$ cat src/hw/chol_ctrl_pkg.sv
// index width and element engine sequencing codes
`default_nettype none

package chol_ctrl_pkg;

    localparam int MAX_SIZE = 16;
    localparam int IDX_W    = $clog2(MAX_SIZE);    // row, column and k indices

    // element engine states
    localparam int              ST_W     = 3;
    localparam logic [ST_W-1:0] ST_IDLE  = 3'd0;
    localparam logic [ST_W-1:0] ST_MAC   = 3'd1;
    localparam logic [ST_W-1:0] ST_SUB   = 3'd2;
    localparam logic [ST_W-1:0] ST_WAIT  = 3'd3;
    localparam logic [ST_W-1:0] ST_WRITE = 3'd4;

endpackage

`default_nettype wire

$ cat src/hw/chol_num_pkg.sv
// fixed-point number format constants for the Q16.16 datapath
`default_nettype none

package chol_num_pkg;

    localparam int WORD_W = 32;            // one matrix or factor element
    localparam int FRAC_W = 16;            // fraction bits of Q16.16
    localparam int PROD_W = 2 * WORD_W;    // full signed product

    // radicand is widened by FRAC_W bits, two bits consumed per step
    localparam int SQRT_STEPS = (WORD_W + FRAC_W) / 2;

    localparam int DIV_STEPS = 32;         // quotient bits per divide

endpackage

`default_nettype wire
$ cat src/hw/chol_ifs.sv
// job interface (traversal to engine) and store-access interface (engine to store)
`timescale 1ns/100ps
`default_nettype none

interface chol_job_if;
    import chol_ctrl_pkg::*;

    logic             start;    // one-cycle pulse per element
    logic [IDX_W-1:0] row;
    logic [IDX_W-1:0] col;
    logic             diag;     // row equals col
    logic             done;     // pulse once the element is written

    modport traversal (
        output start, row, col, diag,
        input  done
    );

    modport engine (
        input  start, row, col, diag,
        output done
    );

endinterface

interface chol_store_if;
    import chol_num_pkg::*;
    import chol_ctrl_pkg::*;

    logic [IDX_W-1:0]  idx_i;
    logic [IDX_W-1:0]  idx_j;
    logic [IDX_W-1:0]  idx_k;
    logic              wr_en;      // writes L at (idx_i, idx_j)
    logic [WORD_W-1:0] wr_data;
    logic [WORD_W-1:0] a_ij;
    logic [WORD_W-1:0] l_ik;
    logic [WORD_W-1:0] l_jk;       // l_jj when idx_k equals idx_j

    modport engine (
        output idx_i, idx_j, idx_k, wr_en, wr_data,
        input  a_ij, l_ik, l_jk
    );

    modport store (
        input  idx_i, idx_j, idx_k, wr_en, wr_data,
        output a_ij, l_ik, l_jk
    );

endinterface

`default_nettype wire

$ cat src/hw/chol_top.sv
// Cholesky factor top level: traversal, factor store, element engine
`timescale 1ns/100ps
`default_nettype none

module chol_top #(
    parameter int SIZE = 4
) (
    input  logic                                      clk,
    input  logic                                      rst_n,
    input  logic                                      start_i,
    input  logic [SIZE*SIZE*chol_num_pkg::WORD_W-1:0] matrix_i,  // element (r,c) at word r*SIZE+c
    output logic [SIZE*SIZE*chol_num_pkg::WORD_W-1:0] factor_o,
    output logic                                      done_o
);

    logic load;
    logic finish;

    chol_job_if   job_bus ();
    chol_store_if store_bus ();

    chol_traversal #(.SIZE(SIZE)) u_traversal (
        .clk      (clk),
        .rst_n    (rst_n),
        .start_i  (start_i),
        .load_o   (load),
        .finish_o (finish),
        .job      (job_bus.traversal)
    );

    chol_factor_store #(.SIZE(SIZE)) u_store (
        .clk      (clk),
        .rst_n    (rst_n),
        .load_i   (load),
        .finish_i (finish),
        .matrix_i (matrix_i),
        .factor_o (factor_o),
        .done_o   (done_o),
        .st       (store_bus.store)
    );

    chol_element_engine u_engine (
        .clk   (clk),
        .rst_n (rst_n),
        .job   (job_bus.engine),
        .st    (store_bus.engine)
    );

endmodule

`default_nettype wire

$ cat src/hw/chol_element_engine.sv
// element engine: multiply-accumulate, subtraction, dispatch to root or divide
`timescale 1ns/100ps
`default_nettype none

module chol_element_engine (
    input  logic        clk,
    input  logic        rst_n,
    chol_job_if.engine  job,
    chol_store_if.engine st
);
    import chol_num_pkg::*;
    import chol_ctrl_pkg::*;

    logic [ST_W-1:0]          state_q;
    logic [IDX_W-1:0]         i_q;
    logic [IDX_W-1:0]         j_q;
    logic [IDX_W-1:0]         k_q;
    logic                     diag_q;
    logic [WORD_W-1:0]        acc_q;        // running sum of l_ik*l_jk
    logic signed [PROD_W-1:0] prod;
    logic [WORD_W-1:0]        diff;
    logic                     sqrt_start;
    logic                     div_start;
    logic                     sqrt_valid;
    logic                     div_valid;
    logic [WORD_W-1:0]        root;
    logic [WORD_W-1:0]        quot;

    assign prod = $signed(st.l_ik) * $signed(st.l_jk);
    assign diff = st.a_ij - acc_q;          // k has reached j here, so l_jk is l_jj

    assign st.idx_i   = i_q;
    assign st.idx_j   = j_q;
    assign st.idx_k   = k_q;
    assign st.wr_en   = (state_q == ST_WRITE);
    assign st.wr_data = diag_q ? root : quot;
    assign job.done   = (state_q == ST_WRITE);

    assign sqrt_start = (state_q == ST_SUB) & diag_q;
    assign div_start  = (state_q == ST_SUB) & ~diag_q;

    always_ff @(posedge clk or negedge rst_n) begin
        if (!rst_n) begin
            state_q <= ST_IDLE;
        end else begin
            case (state_q)
                ST_IDLE: begin
                    if (job.start) state_q <= (job.col == '0) ? ST_SUB : ST_MAC;
                end
                ST_MAC: begin
                    if (k_q == j_q - 1'b1) state_q <= ST_SUB;
                end
                ST_SUB:  state_q <= ST_WAIT;
                ST_WAIT: begin
                    if (sqrt_valid || div_valid) state_q <= ST_WRITE;
                end
                ST_WRITE: state_q <= ST_IDLE;
                default:  state_q <= ST_IDLE;
            endcase
        end
    end

    // job fields and accumulator
    always_ff @(posedge clk) begin
        case (state_q)
            ST_IDLE: begin
                if (job.start) begin
                    i_q    <= job.row;
                    j_q    <= job.col;
                    diag_q <= job.diag;
                    k_q    <= '0;
                    acc_q  <= '0;
                end
            end
            ST_MAC: begin
                acc_q <= acc_q + prod[FRAC_W +: WORD_W];    // truncated product
                k_q   <= k_q + 1'b1;
            end
            default: ;
        endcase
    end

    chol_isqrt u_isqrt (
        .clk        (clk),
        .rst_n      (rst_n),
        .start_i    (sqrt_start),
        .radicand_i (diff),
        .root_o     (root),
        .valid_o    (sqrt_valid)
    );

    chol_divider u_divider (
        .clk        (clk),
        .rst_n      (rst_n),
        .start_i    (div_start),
        .dividend_i (diff),
        .divisor_i  (st.l_jk),
        .quotient_o (quot),
        .valid_o    (div_valid)
    );

endmodule

`default_nettype wire

$ cat src/hw/chol_factor_store.sv
// snapshot of A, register grid for L, operand reads, result writes and done flag
`timescale 1ns/100ps
`default_nettype none

module chol_factor_store #(
    parameter int SIZE = 4
) (
    input  logic                                        clk,
    input  logic                                        rst_n,
    input  logic                                        load_i,
    input  logic                                        finish_i,
    input  logic [SIZE*SIZE*chol_num_pkg::WORD_W-1:0]   matrix_i,
    output logic [SIZE*SIZE*chol_num_pkg::WORD_W-1:0]   factor_o,
    output logic                                        done_o,
    chol_store_if.store                                 st
);
    import chol_num_pkg::*;

    localparam int CELLS = SIZE * SIZE;

    logic [CELLS*WORD_W-1:0] a_q;            // captured A, row-major
    logic [WORD_W-1:0]       l_q [CELLS];
    int                      ij_addr;
    int                      ik_addr;
    int                      jk_addr;

    assign ij_addr = st.idx_i * SIZE + st.idx_j;
    assign ik_addr = st.idx_i * SIZE + st.idx_k;
    assign jk_addr = st.idx_j * SIZE + st.idx_k;

    assign st.a_ij = a_q[ij_addr*WORD_W +: WORD_W];
    assign st.l_ik = l_q[ik_addr];
    assign st.l_jk = l_q[jk_addr];

    always_comb begin
        for (int n = 0; n < CELLS; n++) begin
            factor_o[n*WORD_W +: WORD_W] = l_q[n];
        end
    end

    always_ff @(posedge clk) begin
        if (load_i) a_q <= matrix_i;
    end

    always_ff @(posedge clk or negedge rst_n) begin
        if (!rst_n) begin
            for (int n = 0; n < CELLS; n++) l_q[n] <= '0;
        end else if (load_i) begin
            for (int n = 0; n < CELLS; n++) l_q[n] <= '0;   // upper triangle stays zero
        end else if (st.wr_en) begin
            l_q[ij_addr] <= st.wr_data;
        end
    end

    // load wins over a finish in the same cycle
    always_ff @(posedge clk or negedge rst_n) begin
        if (!rst_n) begin
            done_o <= 1'b0;
        end else if (load_i) begin
            done_o <= 1'b0;
        end else if (finish_i) begin
            done_o <= 1'b1;
        end
    end

endmodule

`default_nettype wire

$ cat src/hw/chol_traversal.sv
// lower-triangle walker issuing one element job at a time
`timescale 1ns/100ps
`default_nettype none

module chol_traversal #(
    parameter int SIZE = 4
) (
    input  logic        clk,
    input  logic        rst_n,
    input  logic        start_i,
    output logic        load_o,
    output logic        finish_o,
    chol_job_if.traversal job
);
    import chol_ctrl_pkg::*;

    localparam logic [IDX_W-1:0] LAST = IDX_W'(SIZE - 1);

    logic             busy_q;
    logic [IDX_W-1:0] row_q;
    logic [IDX_W-1:0] col_q;
    logic             start_q;

    assign load_o    = start_i & ~busy_q;   // starts while busy are dropped
    assign job.start = start_q;
    assign job.row   = row_q;
    assign job.col   = col_q;
    assign job.diag  = (row_q == col_q);

    always_ff @(posedge clk or negedge rst_n) begin
        if (!rst_n) begin
            busy_q   <= 1'b0;
            row_q    <= '0;
            col_q    <= '0;
            start_q  <= 1'b0;
            finish_o <= 1'b0;
        end else begin
            start_q  <= 1'b0;
            finish_o <= 1'b0;
            if (load_o) begin
                busy_q  <= 1'b1;
                row_q   <= '0;
                col_q   <= '0;
                start_q <= 1'b1;                // first job once A is captured
            end else if (busy_q && job.done) begin
                if (col_q == row_q) begin
                    if (row_q == LAST) begin
                        busy_q   <= 1'b0;
                        finish_o <= 1'b1;
                    end else begin
                        row_q   <= row_q + 1'b1;
                        col_q   <= '0;
                        start_q <= 1'b1;
                    end
                end else begin
                    col_q   <= col_q + 1'b1;    // stay in the row
                    start_q <= 1'b1;
                end
            end
        end
    end

endmodule

`default_nettype wire

$ cat src/hw/chol_divider.sv
// iterative signed Q16.16 divider, restoring division on magnitudes
`timescale 1ns/100ps
`default_nettype none

module chol_divider (
    input  logic                            clk,
    input  logic                            rst_n,
    input  logic                            start_i,
    input  logic [chol_num_pkg::WORD_W-1:0] dividend_i,
    input  logic [chol_num_pkg::WORD_W-1:0] divisor_i,
    output logic [chol_num_pkg::WORD_W-1:0] quotient_o,
    output logic                            valid_o
);
    import chol_num_pkg::*;

    localparam int CNT_W = $clog2(DIV_STEPS + 1);

    logic                     busy_q;
    logic [CNT_W-1:0]         cnt_q;
    logic                     neg_q;
    logic [WORD_W-1:0]        dvs_q;
    logic [WORD_W-1:0]        rem_q;
    logic [DIV_STEPS-1:0]     quo_q;    // numerator bits shift out, quotient bits shift in
    logic [WORD_W-1:0]        mag_a;
    logic [WORD_W-1:0]        mag_b;
    logic [WORD_W+FRAC_W-1:0] num;
    logic [WORD_W:0]          trial;
    logic [WORD_W:0]          diff;
    logic                     ge;
    logic [WORD_W-1:0]        q_mag;

    assign mag_a = dividend_i[WORD_W-1] ? (~dividend_i + 1'b1) : dividend_i;
    assign mag_b = divisor_i[WORD_W-1]  ? (~divisor_i + 1'b1)  : divisor_i;
    assign num   = {mag_a, {FRAC_W{1'b0}}};

    assign trial = {rem_q, quo_q[DIV_STEPS-1]};
    assign diff  = trial - {1'b0, dvs_q};
    assign ge    = (trial >= {1'b0, dvs_q});

    assign q_mag      = WORD_W'(quo_q);
    assign quotient_o = neg_q ? (~q_mag + 1'b1) : q_mag;   // truncated toward zero

    always_ff @(posedge clk or negedge rst_n) begin
        if (!rst_n) begin
            busy_q  <= 1'b0;
            cnt_q   <= '0;
            valid_o <= 1'b0;
        end else begin
            valid_o <= 1'b0;
            if (start_i) begin
                busy_q <= 1'b1;
                cnt_q  <= CNT_W'(DIV_STEPS);
            end else if (busy_q) begin
                cnt_q <= cnt_q - 1'b1;
                if (cnt_q == CNT_W'(1)) begin
                    busy_q  <= 1'b0;
                    valid_o <= 1'b1;
                end
            end
        end
    end

    always_ff @(posedge clk) begin
        if (start_i) begin
            neg_q <= dividend_i[WORD_W-1] ^ divisor_i[WORD_W-1];
            dvs_q <= mag_b;
            rem_q <= WORD_W'(num >> DIV_STEPS);     // upper numerator bits
            quo_q <= num[DIV_STEPS-1:0];
        end else if (busy_q) begin
            rem_q <= ge ? diff[WORD_W-1:0] : trial[WORD_W-1:0];
            quo_q <= {quo_q[DIV_STEPS-2:0], ge};
        end
    end

endmodule

`default_nettype wire

$ cat src/hw/chol_isqrt.sv
// iterative restoring square root of a Q16.16 value
`timescale 1ns/100ps
`default_nettype none

module chol_isqrt (
    input  logic                            clk,
    input  logic                            rst_n,
    input  logic                            start_i,
    input  logic [chol_num_pkg::WORD_W-1:0] radicand_i,
    output logic [chol_num_pkg::WORD_W-1:0] root_o,
    output logic                            valid_o
);
    import chol_num_pkg::*;

    localparam int RAD_W = WORD_W + FRAC_W;
    localparam int REM_W = SQRT_STEPS + 2;
    localparam int CNT_W = $clog2(SQRT_STEPS + 1);

    logic                  busy_q;
    logic [CNT_W-1:0]      cnt_q;
    logic [RAD_W-1:0]      rad_q;       // radicand, top two bits consumed per step
    logic [REM_W-1:0]      rem_q;
    logic [SQRT_STEPS-1:0] root_q;
    logic [REM_W+1:0]      trial;
    logic [REM_W+1:0]      test;
    logic [REM_W+1:0]      rem_diff;
    logic                  ge;

    assign trial    = {rem_q, rad_q[RAD_W-1 -: 2]};
    assign test     = {2'b00, root_q, 2'b01};
    assign rem_diff = trial - test;
    assign ge       = (trial >= test);
    assign root_o   = {{(WORD_W-SQRT_STEPS){1'b0}}, root_q};

    always_ff @(posedge clk or negedge rst_n) begin
        if (!rst_n) begin
            busy_q  <= 1'b0;
            cnt_q   <= '0;
            valid_o <= 1'b0;
        end else begin
            valid_o <= 1'b0;
            if (start_i) begin
                busy_q <= 1'b1;
                cnt_q  <= CNT_W'(SQRT_STEPS);
            end else if (busy_q) begin
                cnt_q <= cnt_q - 1'b1;
                if (cnt_q == CNT_W'(1)) begin
                    busy_q  <= 1'b0;
                    valid_o <= 1'b1;
                end
            end
        end
    end

    always_ff @(posedge clk) begin
        if (start_i) begin
            rad_q  <= {radicand_i, {FRAC_W{1'b0}}};    // keeps the root in Q16.16
            rem_q  <= '0;
            root_q <= '0;
        end else if (busy_q) begin
            rad_q  <= rad_q << 2;
            rem_q  <= ge ? rem_diff[REM_W-1:0] : trial[REM_W-1:0];
            root_q <= {root_q[SQRT_STEPS-2:0], ge};
        end
    end

endmodule

`default_nettype wire

$ cat config.mk
export PLATFORM = sky130hd
export DESIGN_NAME = chol_top
export DESIGN_NICKNAME = d
export VERILOG_FILES = /design/src/hw/chol_ctrl_pkg.sv /design/src/hw/chol_num_pkg.sv /design/src/hw/chol_ifs.sv /design/src/hw/chol_top.sv /design/src/hw/chol_element_engine.sv /design/src/hw/chol_factor_store.sv /design/src/hw/chol_traversal.sv /design/src/hw/chol_divider.sv /design/src/hw/chol_isqrt.sv
export SDC_FILE = /design/constraint.sdc
export NUM_CORES = 2
export LEC_CHECK = 0
export BUFFER_PORTS_ARGS = -buffer_cell sky130_fd_sc_hd__buf_2
export CAP_MARGIN = 10
export CELL_PAD_IN_SITES_DETAIL_PLACEMENT = 2
export CELL_PAD_IN_SITES_GLOBAL_PLACEMENT = 2
export CORE_MARGIN = 10
export CORE_UTILIZATION = 43
export CTS_BUF_LIST = sky130_fd_sc_hd__clkbuf_16
export DETAILED_ROUTE_END_ITERATION = 8
export PLACE_DENSITY_LB_ADDON = 0.1
export SLEW_MARGIN = 20
export SYNTH_ARGS = -nofsm -noshare
export SYNTH_HDL_FRONTEND = slang
export SYNTH_HIERARCHICAL = 1
export SYNTH_SLANG_ARGS = --single-unit
$ cat constraint.sdc
create_clock -name clk -period 33.5 [get_ports clk]
set_input_delay 6.7 -clock clk [delete_from_list [all_inputs] [get_ports clk]]
set_output_delay 6.7 -clock clk [all_outputs]
set_load 0.1 [all_outputs]
Word level (Yosys, flattened, before mapping)

Index checks and enable logic that the tools add are counted.

Output and inout bits: 513
Register bits after elaboration: 1278
Logic and storage cells: 185
Input port bits: 515

Multiplexer cells: 70
Add/subtract/negate cells: 16
Reduce and logical (&&, ||, !) cells: 19
Eq/ne operators: 15
$mul: 1
Bitwise gates (word level): 12
Order comparisons: 6
Shift operators: 1

Operators with widths:

| kind                                                                                  | count |
|---|---|
| 512-bit two-way mux                                                                   | 2 |
| 512-bit bitwise mux                                                                   | 1 |
| 512-bit by 32-bit variable part select with 32-bit output                             | 1 |
| 32-bit two-way mux                                                                    | 12 |
| 32-bit binary-select mux with 4-bit select                                            | 2 |
| 32-bit inverter                                                                       | 6 |
| 32-bit demux with 4-bit select                                                        | 1 |
| 32-bit by 1-bit adder with 32-bit output (second input constant)                      | 3 |
| 32-bit by 5-bit greater-or-equal comparator with 1-bit output (second input constant) | 3 |
| 48-bit two-way mux                                                                    | 2 |
| 32-bit one-hot mux with 2 select lines                                                | 1 |
| 32-bit subtractor                                                                     | 2 |
| 32-bit by 32-bit multiplier with 48-bit output                                        | 1 |
| 4-bit two-way mux                                                                     | 9 |
| 33-bit by 32-bit greater-or-equal comparator with 1-bit output                        | 1 |
| 32-bit adder                                                                          | 1 |
| 32-bit by 1-bit less-than comparator with 1-bit output (second input constant)        | 1 |
| 16-bit two-way mux                                                                    | 2 |
| 31-bit two-way mux                                                                    | 1 |
| 28-bit by 26-bit greater-or-equal comparator with 1-bit output                        | 1 |
| 1-bit two-way mux                                                                     | 26 |
| 26-bit two-way mux                                                                    | 1 |
| 26-bit subtractor                                                                     | 1 |
| 6-bit by 4-bit adder with 7-bit output                                                | 3 |
| 30 further kinds                                                                      | 56 |

Longest topological paths before layout

Depth in word-level cells: 9
Depth in mapped cells: 45
Depth with buffers taken out: 43

By module

The synthesis kept the hierarchy.

By module, submodules not included:

| module              | cells each | instances | sequential area each (µm²) | area an instance (µm²) |
|---|---|---|---|---|
| chol_factor_store   | 3204       | 1         | 28212.1                    | 45342.2 |
| chol_element_engine | 3718       | 1         | 1426.4                     | 34091.4 |
| chol_divider        | 885        | 1         | 2792.7                     | 7968.9 |
| chol_isqrt          | 533        | 1         | 2137.0                     | 5138.7 |
| chol_traversal      | 59         | 1         | 275.3                      | 620.6 |

Least setup slack after synthesis

Ideal clock, no wire load.

Kind: input to register
Start: input port start_i
End: register u_store.l_q, in the netlist u_store/factor_o[128]
Setup time: 0.136 ns
Data arrival time: 19.070 ns
Required time: 33.364 ns
Buffers on the path: 5
Setup slack: 14.294 ns
Stages on the path: 8
Path through: nand2b_1 clkbuf_1 inv_1 clkbuf_2 clkbuf_1 clkbuf_1 clkbuf_1 a21oi_1

Longest elaborated chain between the ends: 2
Elaborated cells between the ends (all ways): 3
Classes of those cells: 1 x mux; 1 x bitwise; 1 x reduce/logical

RTL lines:

| item                                                      | RTL line                | text |
|---|---|---|
| start: declaration                                        | chol_top.sv:10          | `input logic start_i,` |
| 1-bit bitwise AND *                                       | chol_traversal.sv:24    | `assign load_o = start_i & ~busy_q;` |
| net load                                                  | chol_top.sv:16          | `logic load;` |
| 512-bit two-way mux or 2-bit nonzero test (tied branches) | -                       |  |
| end signal: indexed assignment                            | chol_factor_store.sv:51 | `l_q[ij_addr] <= st.wr_data;` |
| end: declaration                                          | chol_factor_store.sv:22 | `logic [WORD_W-1:0] l_q [CELLS];` |

The timed path passes the listed nets; every way through them passes the cells marked *.
A chain may end at the register's enable or synchronous reset.

Final worst setup path

Start: register u_engine.k_q[0] (netlist: u_engine/st.idx_k[0])
End: register u_engine.acc_q[31] (data pin)

Longest elaborated chain between the ends: 8
Elaborated cells between the ends (all ways): 13
Classes of those cells: 3 x add/sub; 1 x mul; 7 x mux; 2 x bitwise

RTL lines:

| item                                                   | RTL line                  | text |
|---|---|---|
| start: declaration                                     | chol_element_engine.sv:17 | `logic [IDX_W-1:0] k_q;` |
| start signal: assignment                               | chol_element_engine.sv:77 | `k_q <= k_q + 1'b1;` |
| 6-bit by 4-bit adder with 7-bit output                 | chol_factor_store.sv:28   | `assign ik_addr = st.idx_i * SIZE + st.idx_k;` |
| 32-bit inverter (implied by the code)                  | chol_factor_store.sv:32   | `assign st.l_ik = l_q[ik_addr];` |
| 32-bit binary-select mux with 4-bit select             | chol_factor_store.sv:32   |  |
| 32-bit two-way mux (implied by the code) (2 in series) | chol_factor_store.sv:32   |  |
| net store_bus.l_ik[7]                                  | chol_ifs.sv:36            | `logic [WORD_W-1:0] l_ik;` |
| 32-bit by 32-bit multiplier with 48-bit output         | chol_element_engine.sv:29 | `assign prod = $signed(st.l_ik) * $signed(st.l_jk);` |
| 32-bit adder                                           | chol_element_engine.sv:76 | `acc_q <= acc_q + prod[FRAC_W +: WORD_W];` |
| 32-bit one-hot mux with 2 select lines                 | chol_element_engine.sv:65 | `case (state_q)` |
| end signal: assignment                                 | chol_element_engine.sv:76 |  |
| end: declaration                                       | chol_element_engine.sv:19 | `logic [WORD_W-1:0] acc_q;` |

The timed path passes the listed nets, and every way through them passes these cells. The select of a mux whose other input is x is not followed.

==> results_dict.tcl <==
set metrics [dict create \
    core_sq_um 215000 \
    num_rows 170 \
    hold_path_depth 1 \
    tightest_slew_ns 1.20 \
    layout_commonest_cell "inv_1" \
    place_ws_ns 20.25 \
    cts_inserted_buffers 151 \
    synth_flop_cell "edfxtp_1" \
    io_pins 1028 \
    vias 77500 \
    rr_worst_depth 42 \
    dr.first_iter.drc_count 9036 \
    drv_slew 0 \
    start_util 0.433 \
    mostFrequentLayoutCells "inv_1 (1031), buf_2 (1026), fa_1 (842)" \
    finalSetupViolations 0 \
    die_h_um 485 \
    final_hold_viol_count 0 \
    routed_wl_um 469000 \
    synth_edf_count 654 \
    crit_arrival_ns 14.09 \
    postCtsHoldBufs 0 \
    via_per_inst 6.37 \
    syn-mean-instance-area_sq_um 11.1 \
    postCtsResizedCells 0 \
    dp_hpwl_um 336000 \
    drt_first_pass_iters 9 \
    clk_latency_ns 0.90 \
    r2r_start "u_engine/st.idx_k[0]$_SDFFCE_PN0P_" \
    synth-seq-cells 1278 \
    outcome "completed" \
    track_usage 0.377 \
    drc_errors 0 \
    ys_types 117 \
    antenna_found_initial 130 \
    postRouteAntennaNets 0 \
    crit_slowest_cell "buf_4" \
    post-route-period-util 0.399 \
    cts-root-buf "clkbuf_16" \
    clock_sinks 1278 \
    fin_worst_skew_ns 0.0764 \
    grt_pass1_vias 83900 \
    path_class "flop to flop" \
    fin_ws_ns 20.13 \
    netlist_instances 8399 \
    path_clk_slew_ns 0.06 \
    syn-cell-area_sq_um 93200 \
    layout-drive-gt1-share 0.201 \
    required_ns 34.22 \
    postCtsSetupRepairBufs 0 \
    gp_congestion 0.957 \
    nNetsFinal 10700 \
    grt_max_degree 154 \
    final.setup.tns_ns 0 \
    die-area_sq_um 236000 \
    synth_seq_area_share 0.374 \
    min_path_type "flop to flop" \
    cts_max_level 4 \
    die_x_um 485 \
    slew_headroom 0.202 \
    nFillCells 21700 \
    cp-start-kind "flop" \
    ys_warn_count 6 \
    max_freq_mhz 74.8 \
    grt_pass1_wl_um 644000 \
    async_reset_ff_frac 0.424 \
    cts_tree "done" \
    cap_violations 0 \
    port_buffers 1027 \
    endpoint_kind "flop" \
    hp-start "u_engine/u_isqrt/rem_q[25]$_SDFFE_PP0P_" \
    avgRoutedWirePerCell_um 38.6 \
    period_needed_ns 13.37 \
    crit_start "u_engine/st.idx_k[0]$_SDFFCE_PN0P_" \
    rsz0062_at_grt "no" \
    max_stage_delay_ns 0.80 \
    clockBufferDepth 3 \
    critPathMaxFanout 56 \
    grt_remaining_overflow 0 \
    hold_slack_ns 0.459 \
    areaGrowthSynthToFinish_pct 13.4 \
]
## worst max-delay path, delay by kind of cell (launching register included)
family / cells / cell delay, ns
AO/OA/AOI/OAI: 14 / 3.66
XOR/XNOR: 2 / 0.32
adder cells (fa/ha/maj): 10 / 4.46
buffers and inverters: 9 / 1.90
flip-flops: 1 / 0.63
multiplexers: 2 / 1.39
AND/OR/NAND/NOR: 5 / 0.64
## cell families after synthesis
| kind of cell | share of synthesized area |
|---|---|
| and+or+nand+nor | 0.108 |
| buffers and inverters | 0.0698 |
| AOI/OAI and AO/OA | 0.107 |
| DFF | 0.374 |
| adders and majority gates | 0.221 |
| muxes | 0.0935 |
| xor gates and xnor gates | 0.0262 |
| other | 0.0000403 |
## per-stage QoR
stage	util	instances	cell area, sq um
3_3_place_gp	0.467	11700	100000
3_5_place_dp	0.467	11700	100000
6_report	0.491	12200	106000
5_1_grt	0.491	12100	106000
4_1_cts	0.489	12000	105000
2_1_floorplan	-	8406	93200
## Yosys cell counts (all sizes together) (8+ instances only)
| cell | n | area (sq um) |
|---|---|---|
| nand3b | 9 | 67.6 |
| a21o | 69 | 521 |
| a211oi | 35 | 283 |
| nor4 | 13 | 96.3 |
| buf | 194 | 1010 |
| o21bai | 18 | 139 |
| mux4 | 320 | 7210 |
| and3 | 21 | 138 |
| a32oi | 8 | 77.6 |
| nand2 | 559 | 2100 |
| or4 | 12 | 98.8 |
| nor2b | 40 | 258 |
| dfxtp | 82 | 1640 |
| nand2b | 38 | 238 |
| a21oi | 572 | 2890 |
| o211ai | 14 | 110 |
| inv | 993 | 3730 |
| edfxtp | 654 | 19600 |
| and2 | 510 | 3190 |
| xor2 | 83 | 727 |
| or2 | 10 | 62.6 |
| a31oi | 17 | 121 |
| clkbuf | 468 | 1760 |
| nand3 | 430 | 2170 |
| a41oi | 8 | 70.1 |
| or3 | 24 | 169 |
| nor3 | 40 | 216 |
| a32o | 120 | 1200 |
| mux2i | 77 | 771 |
| nor2 | 203 | 762 |
| a311oi | 20 | 206 |
| fa | 842 | 16900 |
| o31ai | 29 | 250 |
| o21ai | 518 | 2610 |
| mux2 | 65 | 732 |
| dfrtp | 542 | 13600 |
| o41ai | 13 | 129 |
| xnor2 | 195 | 1720 |
| nand4 | 33 | 206 |
| ha | 302 | 3780 |
| nor3b | 11 | 92.6 |
| a22oi | 65 | 488 |
| o21a | 29 | 225 |
| a21boi | 10 | 75.1 |
## path summary, 6_finish.rpt
check / end / slack, ns
setup / recovery: u_engine/acc_q[31]$_SDFFCE_PN0P_ / 20.13
hold / removal: u_engine/u_isqrt/rem_q[25]$_SDFFE_PP0P_ / 0.46
setup reg to reg: u_engine/acc_q[31]$_SDFFCE_PN0P_ / 20.13
hold reg to reg: u_engine/u_isqrt/rem_q[25]$_SDFFE_PP0P_ / 0.46
max in group asynchronous: u_traversal/job.start$_DFF_PN0_ / 24.13
min in group asynchronous: u_store/factor_o[20]$_DFFE_PN0P_ / 6.00
## state kept, by name, summed over array words and instances, names as in the netlist, 3 cells and up
register	cells
u_engine/u_divider/cnt_q	6
u_engine/u_divider/q_mag	32
u_engine/u_isqrt/root_q	24
u_store/a_q	512
u_engine/st.idx_k	4
u_engine/state_q	3
u_engine/u_divider/dvs_q	32
u_engine/u_divider/rem_q	32
u_engine/acc_q	32
u_engine/u_isqrt/rad_q	32
u_traversal/job.col	4
u_engine/st.idx_i	4
u_engine/st.idx_j	4
u_engine/u_isqrt/cnt_q	5
u_store/factor_o	512
u_engine/u_isqrt/rem_q	26
u_traversal/job.row	4
## final cells by class
class | instances | area (sq um) | share of cell area
Timing Repair Buffer | 1160 | 6240 | 0.0590
Inverter | 994 | 3740 | 0.0354
Antenna cell | 150 | 375 | 0.00355
Clock inverter | 120 | 961 | 0.00909
Sequential cell | 1278 | 34800 | 0.330
Multi-Input combinational cell | 5472 | 52100 | 0.494
Clock buffer | 152 | 3800 | 0.0360
Tap cell | 2838 | 3550 | 0.0336
## routing by layer
layer | part of all wire | GRT usage
met3 | 0.10 | 0.0983
met5 | 0.00076 | 0
met1 | 0.35 | 0.456
met2 | 0.46 | 0.595
met4 | 0.081 | 0.251
Power is left out: the tool's default activity adds up to more than one toggle a clock period on the data nets, which glitch-free logic cannot reach.
